$ cat src/source/csr_settings.svh
`ifndef CSR_SETTINGS_SVH
`define CSR_SETTINGS_SVH

`define XLEN            32

`define CSR_HART_ID     32'h0000_0000

// MXL = 1 (RV32) and the I extension bit.
`define CSR_MISA_RESET  32'h4000_0100

// ~~~~~~~~~~~~~~~~~~~~~~~~~~~~~~~~~~~~~~~~~~~~~~~~~~
// Machine information registers, read-only.
// ~~~~~~~~~~~~~~~~~~~~~~~~~~~~~~~~~~~~~~~~~~~~~~~~~~
`define CSR_MVENDORID   12'hF11
`define CSR_MARCHID     12'hF12
`define CSR_MIMPID      12'hF13
`define CSR_MHARTID     12'hF14

// ~~~~~~~~~~~~~~~~~~~~~~~~~~~~~~~~~~~~~~~~~~~~~~~~~~
// Machine trap setup and handling.
// ~~~~~~~~~~~~~~~~~~~~~~~~~~~~~~~~~~~~~~~~~~~~~~~~~~
`define CSR_MSTATUS     12'h300
`define CSR_MISA        12'h301
`define CSR_MIE         12'h304
`define CSR_MTVEC       12'h305
`define CSR_MSTATUSH    12'h310
`define CSR_MSCRATCH    12'h340
`define CSR_MEPC        12'h341
`define CSR_MCAUSE      12'h342
`define CSR_MTVAL       12'h343
`define CSR_MIP         12'h344

`endif

$ cat src/source/csr_pkg.sv
`default_nettype none

`include "csr_settings.svh"

package csr_pkg;

    // Encoded as funct3[1:0] of the CSR instructions.
    typedef enum logic [1:0] {
        OP_RW = 2'b01,
        OP_RS = 2'b10,
        OP_RC = 2'b11
    } csr_op_e;

    // ~~~~~~~~~~~~~~~~~~~~~~~~~~~~~~~~~~~~~~~~~~~~~~~~~~
    // Decode to execute.
    // ~~~~~~~~~~~~~~~~~~~~~~~~~~~~~~~~~~~~~~~~~~~~~~~~~~
    typedef struct packed {
        csr_op_e           op;
        logic [11:0]       addr;
        logic [4:0]        rd;
        logic [`XLEN-1:0]  operand;    // rs1 value or zero-extended uimm.
        logic              wr_intent;
    } csr_req_t;

    // ~~~~~~~~~~~~~~~~~~~~~~~~~~~~~~~~~~~~~~~~~~~~~~~~~~
    // Execute to result.
    // ~~~~~~~~~~~~~~~~~~~~~~~~~~~~~~~~~~~~~~~~~~~~~~~~~~
    typedef struct packed {
        logic [4:0]        rd;
        logic [`XLEN-1:0]  data;       // Old CSR value.
        logic              illegal;
    } csr_wb_t;

endpackage

`default_nettype wire

$ cat src/source/csr_decode.sv
`timescale 1ns/1ps
`default_nettype none

`include "csr_settings.svh"

module csr_decode (
    input  logic                clk,
    input  logic                reset_n,
    input  logic                instr_valid_i,
    input  logic [`XLEN-1:0]    instr_i,
    input  logic [`XLEN-1:0]    rs1_data_i,
    output logic                req_valid_o,
    output csr_pkg::csr_req_t   req_o
);

    localparam logic [6:0] OPCODE_SYSTEM = 7'b1110011;

    logic [6:0]         opcode;
    logic [2:0]         funct3;
    logic [4:0]         rs1_field;
    logic               is_csr;
    csr_pkg::csr_req_t  req_d;
    logic               req_valid_q;
    csr_pkg::csr_req_t  req_q;

    assign opcode    = instr_i[6:0];
    assign funct3    = instr_i[14:12];
    assign rs1_field = instr_i[19:15];

    // funct3 000 and 100 are not CSR accesses.
    assign is_csr = (opcode == OPCODE_SYSTEM) && (funct3[1:0] != 2'b00);

    // ~~~~~~~~~~~~~~~~~~~~~~~~~~~~~~~~~~~~~~~~~~~~~~~~~~
    // Request fields.
    // ~~~~~~~~~~~~~~~~~~~~~~~~~~~~~~~~~~~~~~~~~~~~~~~~~~
    always_comb begin
        req_d.op   = csr_pkg::csr_op_e'(funct3[1:0]);
        req_d.addr = instr_i[31:20];
        req_d.rd   = instr_i[11:7];

        if (funct3[2]) begin
            req_d.operand = {{(`XLEN-5){1'b0}}, rs1_field};  // Immediate form.
        end else begin
            req_d.operand = rs1_data_i;
        end

        // Set and clear with a zero rs1 field only read.
        req_d.wr_intent = (req_d.op == csr_pkg::OP_RW) || (rs1_field != 5'd0);
    end

    // ~~~~~~~~~~~~~~~~~~~~~~~~~~~~~~~~~~~~~~~~~~~~~~~~~~
    // Request register.
    // ~~~~~~~~~~~~~~~~~~~~~~~~~~~~~~~~~~~~~~~~~~~~~~~~~~
    always_ff @(posedge clk, negedge reset_n) begin
        if (~reset_n) begin
            req_valid_q <= 1'b0;
        end else begin
            req_valid_q <= instr_valid_i & is_csr;
        end
    end

    always_ff @(posedge clk) begin
        if (instr_valid_i & is_csr) begin
            req_q <= req_d;
        end
    end

    assign req_valid_o = req_valid_q;
    assign req_o       = req_q;

endmodule

`default_nettype wire

$ cat src/source/csr_execute.sv
`timescale 1ns/1ps
`default_nettype none

`include "csr_settings.svh"

module csr_execute (
    input  logic                req_valid_i,
    input  csr_pkg::csr_req_t   req_i,
    input  logic [`XLEN-1:0]    csr_rdata_i,
    input  logic                csr_hit_i,
    output logic [11:0]         csr_raddr_o,
    output logic                csr_we_o,
    output logic [11:0]         csr_waddr_o,
    output logic [`XLEN-1:0]    csr_wdata_o,
    output logic                wb_valid_o,
    output csr_pkg::csr_wb_t    wb_o
);

    logic [`XLEN-1:0] new_value;
    logic             read_only;
    logic             illegal;

    assign csr_raddr_o = req_i.addr;

    // ~~~~~~~~~~~~~~~~~~~~~~~~~~~~~~~~~~~~~~~~~~~~~~~~~~
    // New value.
    // ~~~~~~~~~~~~~~~~~~~~~~~~~~~~~~~~~~~~~~~~~~~~~~~~~~
    always_comb begin
        case (req_i.op)
            csr_pkg::OP_RS: new_value = csr_rdata_i | req_i.operand;
            csr_pkg::OP_RC: new_value = csr_rdata_i & ~req_i.operand;
            default:        new_value = req_i.operand;   // OP_RW.
        endcase
    end

    // ~~~~~~~~~~~~~~~~~~~~~~~~~~~~~~~~~~~~~~~~~~~~~~~~~~
    // Legality.
    // ~~~~~~~~~~~~~~~~~~~~~~~~~~~~~~~~~~~~~~~~~~~~~~~~~~
    assign read_only = &req_i.addr[11:10];
    assign illegal   = ~csr_hit_i | (req_i.wr_intent & read_only);

    // Write port.
    assign csr_we_o    = req_valid_i & ~illegal & req_i.wr_intent;
    assign csr_waddr_o = req_i.addr;
    assign csr_wdata_o = new_value;

    // The old value goes back to rd.
    assign wb_valid_o   = req_valid_i;
    assign wb_o.rd      = req_i.rd;
    assign wb_o.data    = csr_rdata_i;
    assign wb_o.illegal = illegal;

endmodule

`default_nettype wire

$ cat src/source/csr_regfile.sv
`timescale 1ns/1ps
`default_nettype none

`include "csr_settings.svh"

module csr_regfile (
    input  logic                clk,
    input  logic                reset_n,
    input  logic [11:0]         raddr_i,
    output logic [`XLEN-1:0]    rdata_o,
    output logic                hit_o,
    input  logic                we_i,
    input  logic [11:0]         waddr_i,
    input  logic [`XLEN-1:0]    wdata_i
);

    localparam int NUM_RW = 10;

    localparam int MSTATUS_IDX  = 0;
    localparam int MISA_IDX     = 1;
    localparam int MIE_IDX      = 2;
    localparam int MTVEC_IDX    = 3;
    localparam int MSTATUSH_IDX = 4;
    localparam int MSCRATCH_IDX = 5;
    localparam int MEPC_IDX     = 6;
    localparam int MCAUSE_IDX   = 7;
    localparam int MTVAL_IDX    = 8;
    localparam int MIP_IDX      = 9;

    // Same order as the indices above.
    localparam logic [11:0] RW_ADDR [NUM_RW] = '{
        `CSR_MSTATUS,
        `CSR_MISA,
        `CSR_MIE,
        `CSR_MTVEC,
        `CSR_MSTATUSH,
        `CSR_MSCRATCH,
        `CSR_MEPC,
        `CSR_MCAUSE,
        `CSR_MTVAL,
        `CSR_MIP
    };

    logic [`XLEN-1:0]  csr_q [NUM_RW];
    logic [NUM_RW-1:0] wr_sel;
    logic [NUM_RW-1:0] rw_hit;
    logic              ro_hit;

    // ~~~~~~~~~~~~~~~~~~~~~~~~~~~~~~~~~~~~~~~~~~~~~~~~~~
    // Write.
    // ~~~~~~~~~~~~~~~~~~~~~~~~~~~~~~~~~~~~~~~~~~~~~~~~~~
    for (genvar g = 0; g < NUM_RW; g++) begin : g_rw
        assign wr_sel[g] = we_i & (waddr_i == RW_ADDR[g]);
        assign rw_hit[g] = (raddr_i == RW_ADDR[g]);

        always_ff @(posedge clk, negedge reset_n) begin
            if (~reset_n) begin
                csr_q[g] <= (g == MISA_IDX) ? `CSR_MISA_RESET : '0;
            end else if (wr_sel[g]) begin
                csr_q[g] <= wdata_i;
            end
        end
    end

    // ~~~~~~~~~~~~~~~~~~~~~~~~~~~~~~~~~~~~~~~~~~~~~~~~~~
    // Read.
    // ~~~~~~~~~~~~~~~~~~~~~~~~~~~~~~~~~~~~~~~~~~~~~~~~~~
    assign ro_hit = (raddr_i == `CSR_MVENDORID)
                  | (raddr_i == `CSR_MARCHID)
                  | (raddr_i == `CSR_MIMPID)
                  | (raddr_i == `CSR_MHARTID);

    assign hit_o = ro_hit | (|rw_hit);

    // mvendorid, marchid and mimpid read zero and add no term.
    assign rdata_o = {`XLEN{raddr_i == `CSR_MHARTID}}  & `CSR_HART_ID
                   | {`XLEN{rw_hit[MSTATUS_IDX]}}      & csr_q[MSTATUS_IDX]
                   | {`XLEN{rw_hit[MISA_IDX]}}         & csr_q[MISA_IDX]
                   | {`XLEN{rw_hit[MIE_IDX]}}          & csr_q[MIE_IDX]
                   | {`XLEN{rw_hit[MTVEC_IDX]}}        & csr_q[MTVEC_IDX]
                   | {`XLEN{rw_hit[MSTATUSH_IDX]}}     & csr_q[MSTATUSH_IDX]
                   | {`XLEN{rw_hit[MSCRATCH_IDX]}}     & csr_q[MSCRATCH_IDX]
                   | {`XLEN{rw_hit[MEPC_IDX]}}         & csr_q[MEPC_IDX]
                   | {`XLEN{rw_hit[MCAUSE_IDX]}}       & csr_q[MCAUSE_IDX]
                   | {`XLEN{rw_hit[MTVAL_IDX]}}        & csr_q[MTVAL_IDX]
                   | {`XLEN{rw_hit[MIP_IDX]}}          & csr_q[MIP_IDX];

endmodule

`default_nettype wire

$ cat src/source/csr_result.sv
`timescale 1ns/1ps
`default_nettype none

`include "csr_settings.svh"

module csr_result (
    input  logic                clk,
    input  logic                reset_n,
    input  logic                wb_valid_i,
    input  csr_pkg::csr_wb_t    wb_i,
    output logic                rd_we_o,
    output logic [4:0]          rd_addr_o,
    output logic [`XLEN-1:0]    rd_data_o,
    output logic                illegal_o
);

    logic rd_we_d;

    // x0 is never written.
    assign rd_we_d = wb_valid_i & ~wb_i.illegal & (wb_i.rd != 5'd0);

    always_ff @(posedge clk, negedge reset_n) begin
        if (~reset_n) begin
            rd_we_o   <= 1'b0;
            illegal_o <= 1'b0;
            rd_addr_o <= '0;
            rd_data_o <= '0;
        end else begin
            rd_we_o   <= rd_we_d;
            illegal_o <= wb_valid_i & wb_i.illegal;  // One-cycle pulse.
            if (wb_valid_i) begin
                rd_addr_o <= wb_i.rd;
                rd_data_o <= wb_i.data;
            end
        end
    end

endmodule

`default_nettype wire

$ cat src/source/csr_unit.sv
`timescale 1ns/1ps
`default_nettype none

`include "csr_settings.svh"

module csr_unit (
    input  logic                clk,
    input  logic                reset_n,
    input  logic                instr_valid_i,
    input  logic [`XLEN-1:0]    instr_i,
    input  logic [`XLEN-1:0]    rs1_data_i,
    output logic                rd_we_o,
    output logic [4:0]          rd_addr_o,
    output logic [`XLEN-1:0]    rd_data_o,
    output logic                illegal_o
);

    logic               req_valid;
    csr_pkg::csr_req_t  req;
    logic [11:0]        csr_raddr;
    logic [`XLEN-1:0]   csr_rdata;
    logic               csr_hit;
    logic               csr_we;
    logic [11:0]        csr_waddr;
    logic [`XLEN-1:0]   csr_wdata;
    logic               wb_valid;
    csr_pkg::csr_wb_t   wb;

    csr_decode csr_decode_i (
        .clk           (clk),
        .reset_n       (reset_n),
        .instr_valid_i (instr_valid_i),
        .instr_i       (instr_i),
        .rs1_data_i    (rs1_data_i),
        .req_valid_o   (req_valid),
        .req_o         (req)
    );

    csr_execute csr_execute_i (
        .req_valid_i (req_valid),
        .req_i       (req),
        .csr_rdata_i (csr_rdata),
        .csr_hit_i   (csr_hit),
        .csr_raddr_o (csr_raddr),
        .csr_we_o    (csr_we),
        .csr_waddr_o (csr_waddr),
        .csr_wdata_o (csr_wdata),
        .wb_valid_o  (wb_valid),
        .wb_o        (wb)
    );

    csr_regfile csr_regfile_i (
        .clk     (clk),
        .reset_n (reset_n),
        .raddr_i (csr_raddr),
        .rdata_o (csr_rdata),
        .hit_o   (csr_hit),
        .we_i    (csr_we),
        .waddr_i (csr_waddr),
        .wdata_i (csr_wdata)
    );

    csr_result csr_result_i (
        .clk        (clk),
        .reset_n    (reset_n),
        .wb_valid_i (wb_valid),
        .wb_i       (wb),
        .rd_we_o    (rd_we_o),
        .rd_addr_o  (rd_addr_o),
        .rd_data_o  (rd_data_o),
        .illegal_o  (illegal_o)
    );

endmodule

`default_nettype wire

$ cat config.mk
export PLATFORM = sky130hd
export DESIGN_NAME = csr_unit
export DESIGN_NICKNAME = d
export VERILOG_FILES = /design/src/source/csr_pkg.sv /design/src/source/csr_decode.sv /design/src/source/csr_execute.sv /design/src/source/csr_regfile.sv /design/src/source/csr_result.sv /design/src/source/csr_unit.sv
export VERILOG_INCLUDE_DIRS = /design/src /design/src/source
export SDC_FILE = /design/constraint.sdc
export NUM_CORES = 1
export LEC_CHECK = 0
export ABC_AREA = 0
export ABC_CLOCK_PERIOD_IN_PS = 3100
export BUFFER_PORTS_ARGS = -buffer_cell sky130_fd_sc_hd__buf_2
export CAP_MARGIN = 20
export CORE_ASPECT_RATIO = 1.25
export CORE_MARGIN = 2
export CORE_UTILIZATION = 40
export CTS_CLUSTER_DIAMETER = 30
export DETAILED_ROUTE_END_ITERATION = 6
export PLACE_DENSITY = 0.58
export REMOVE_ABC_BUFFERS = 1
export SLEW_MARGIN = 20
export SYNTH_ARGS = -nofsm -noshare
export SYNTH_HDL_FRONTEND = slang
export SYNTH_SLANG_ARGS = --single-unit
export TNS_END_PERCENT = 5
$ cat constraint.sdc
create_clock -name clk -period 3.1 [get_ports clk]
set_input_delay 0.31 -clock clk [delete_from_list [all_inputs] [get_ports clk]]
set_output_delay 0.31 -clock clk [all_outputs]
set_load 0.03 [all_outputs]
==> results.sh <==
export IMPL_met3_usage=0.0435
export IMPL_fmax_mhz=345
export IMPL_die_w_microns=198
export IMPL_h_tree_depth=3
export IMPL_busiest_layer="met2"
export IMPL_synthCells=1828
export IMPL_status="finished, final reports clean"
export IMPL_io_buffers=105
export IMPL_ir_drop_uv=338
export IMPL_r2r_start="csr_decode_i.req_o[44]"
export IMPL_power_leakage_nw=10.5
export IMPL_nets=2111
export IMPL_final_hold_viol_count=0
export IMPL_fin_worst_skew_ns=0.0207
export IMPL_n_antenna_cell=0
export IMPL_setup_viol=0
export IMPL_min_delay_path_depth=2
export IMPL_dr_pass1_iters=5
export IMPL_fin_crit_sh=0.934
export IMPL_rows=88
export IMPL_yosysSeqAreaShare=0.564
export IMPL_critPathCaptureType="register"
export IMPL_synth_seq_cells=412
export IMPL_fin_util=0.522
export IMPL_hold_slack_ns=0.0194
export IMPL_avgSynthCellArea_sq_um=10.2
export IMPL_grt_pass1_wl_mm=90.5
export IMPL_root_buffer="clkbuf_16"
export IMPL_grt_use_met2=0.409
export IMPL_power_mw=15.8
export IMPL_place_congestion=0.848
export IMPL_netlist_area_sq_um=18700
export IMPL_arrival_ns=3.34
export IMPL_reg2reg_depth=6
export IMPL_dieArea_sq_um=48600
export IMPL_relSlewSlack=0.318
export IMPL_io_pins=106
export IMPL_cp_max_fo=17
export IMPL_synth_edff_count=52
export IMPL_holdPathEnd="csr_decode_i.req_o[2]"
export IMPL_start_util=0.405
export IMPL_design_core_area_sq_um=46200
export IMPL_layout_cells_non_filler=2700
export IMPL_r2r_setup_slack_ns=0.20
export IMPL_grt_total_usage=0.247
export IMPL_worst_pin_slew_ns=1.01
export IMPL_hp_class="primary input to register"
export IMPL_wl_per_cell_microns=21.6
export IMPL_cp_required_ns=3.55
export IMPL_dp_cells=2498
export IMPL_final_min_clock_period_ns=2.90
export IMPL_synth_cell_type_count=66
export IMPL_die_h_microns=246
export IMPL_place_hpwl_mm=36.1
export IMPL_grt_start_max_net_pins=78
export IMPL_synth_main_ff_cell="dfrtp_1"
export IMPL_clockBufferDepth=3
export IMPL_numCtsBuffers=85
export IMPL_setup_worst_path_class="register to register"
export IMPL_wl_mm=58.3
export IMPL_antenna_found_initial=0
export IMPL_place_ws_ns=0.205
export IMPL_timing_rr_end="csr_regfile_i.csr_q[183]"
export IMPL_min_from="rs1_data_i[1]"
export IMPL_maxCapViolCount=0
export IMPL_area_delta_synth_final_pct=28.8
export IMPL_route_antenna_remaining_nets=0
export IMPL_postCtsSetupRepairBufs=0
export IMPL_drive_above_1_share=0.229
export IMPL_setup_ws_ns=0.204
export IMPL_power_density_nw_per_um2=654
export IMPL_cts_reportedPaths_clkPinSlew_ns=0.05
export IMPL_grtUsageMet1=0.311
export IMPL_ys_warn_count=0
export IMPL_slew_violations=0
export IMPL_drcViolationCount=0
export IMPL_overflow=0
export IMPL_cts_tree="built"
export IMPL_cts_sinks=412
export IMPL_vias=15100
export IMPL_vias_per_cell=5.59
export IMPL_clock_latency_ns=0.62
export IMPL_grt_pass1_vias=15400
export IMPL_synthArstFlopShare=0.874
export IMPL_drt_iter0_markers=933
export IMPL_rsz0062_at_grt="false"
export IMPL_start_kind="register"
worst max path at each step:
stage | from | to | depth (start not counted)
floorplan | csr_decode_i.req_o[44] | csr_regfile_i.csr_q[265] | 3
global placement | csr_decode_i.req_o[44] | csr_regfile_i.csr_q[318] | 6
detailed placement | csr_decode_i.req_o[44] | csr_regfile_i.csr_q[126] | 6
CTS | csr_decode_i.req_o[44] | csr_regfile_i.csr_q[126] | 6
global route | csr_decode_i.req_o[44] | csr_regfile_i.csr_q[197] | 6
finish | csr_decode_i.req_o[44] | csr_regfile_i.csr_q[183] | 6
cell usage after synthesis, types with 2 or more instances:
cell type / n / area, sq um
dfstp_2: 2 / 52.6
nor2_1: 72 / 270
o31ai_1: 75 / 563
nor3_2: 6 / 60.1
buf_4: 3 / 22.5
buf_1: 3 / 11.3
o31ai_2: 5 / 62.6
o211ai_1: 8 / 60.1
inv_1: 20 / 75.1
or4_1: 2 / 15.0
mux2i_1: 66 / 661
clkbuf_1: 65 / 244
o22ai_1: 33 / 206
nor2b_1: 27 / 169
nor4_1: 6 / 37.5
nand4_1: 13 / 81.3
or3_1: 6 / 37.5
nor4b_4: 3 / 71.3
a31oi_1: 8 / 50.1
dfrtp_1: 358 / 8960
o41ai_2: 3 / 48.8
and3_1: 4 / 25.0
nor4bb_1: 3 / 30.0
nor3_4: 3 / 48.8
nand2b_1: 2 / 12.5
nand3_1: 24 / 120
mux2_2: 70 / 788
o21ai_0: 257 / 1290
a32oi_1: 10 / 87.6
buf_6: 5 / 56.3
buf_2: 54 / 270
o22a_1: 7 / 61.3
nor3_1: 12 / 60.1
and3b_1: 15 / 131
nor3b_1: 2 / 15.0
nand2_1: 368 / 1380
or4b_2: 2 / 20.0
edfxtp_1: 52 / 1560
a22oi_1: 27 / 203
o221ai_1: 7 / 61.3
clkbuf_2: 3 / 15.0
o2bb2ai_1: 9 / 78.8
a21oi_1: 51 / 255
o21ai_1: 35 / 175
cell usage in the layout, fill, tap and decap left out, types with 12 or more instances in the layout:
master,synthesis,final
nand2_1,368,365
dfrtp_1,358,357
o21ai_0,257,255
buf_2,54,104
buf_4,3,94
clkbuf_16,0,86
o31ai_1,75,73
nor2_1,72,72
mux2_2,70,70
mux2i_1,66,66
edfxtp_1,52,52
a21oi_1,51,51
dlygate4sd3_1,0,44
o21ai_1,35,37
o22ai_1,33,33
nor2b_1,27,27
a22oi_1,27,27
nand3_1,24,24
inv_1,20,20
buf_12,0,19
bufinv_16,0,16
and3b_1,15,15
nand4_1,13,13
clkbuf_8,0,12
worst max-delay path, cell delays in order, from the launching register on:
cell and delay [ns]:
edfxtp_1 0.75, buf_12 0.26, mux2_2 0.35, a32oi_1 0.17, o22ai_1 0.12, o31ai_1 0.83, o21ai_0 0.23
flip-flops by register name (all words and copies together), names as in the netlist:
signal and count:
csr_result_i.rd_we_o 1, csr_regfile_i.csr_q 320, csr_decode_i.req_o 52, csr_result_i.illegal_o 1, csr_result_i.rd_addr_o 5, csr_result_i.rd_data_o 32
csr_decode_i.req_valid_o 1
layout make-up:
type / count / area, sq um
fill: 4216 / 22100
sequential: 412 / 10600
multi-input combinational: 1263 / 7530
clock buffer: 108 / 2350
timing repair buffer: 262 / 2060
clock inverter: 50 / 787
tap: 585 / 732
inverter: 20 / 75.1
cell families after synthesis:
kind of cell,synth area share
compound gates,0.175
buf+inv,0.0371
flops,0.564
mux,0.0774
simple gates,0.146
layer usage:
| metal | share of wire | vias to the layer above |
|---|---|---|
| met5 | 0 | - |
| met3 | 0.053 | 143 |
| met4 | 0.043 | 0 |
| met2 | 0.48 | 458 |
| li1 | - | 7027 |
| met1 | 0.42 | 7476 |
report_power, final:
group	internal (mW)	switching, mW	total [mW]	leakage [nW]
logic	0.136	0.244	0.380	3.55
registers	5.52	0.0196	5.54	5.45
clock network	6.75	3.11	9.86	1.53
through the flow:
step | area, sq um | TNS (ns)
3_3_place_gp | 20500 | 0
6_report | 24100 | 0
4_1_cts | 24100 | 0
5_1_grt | 24100 | 0
3_5_place_dp | 20500 | 0
2_1_floorplan | 18100 | -667.32
repair_timing:
action                     CTS  global route
gates resized for setup      0             2
hold endpoints to repair    98             0
setup endpoints to repair    0            13
hold buffers                44             0
No activity file was read; power rests on OpenSTA's default activity.
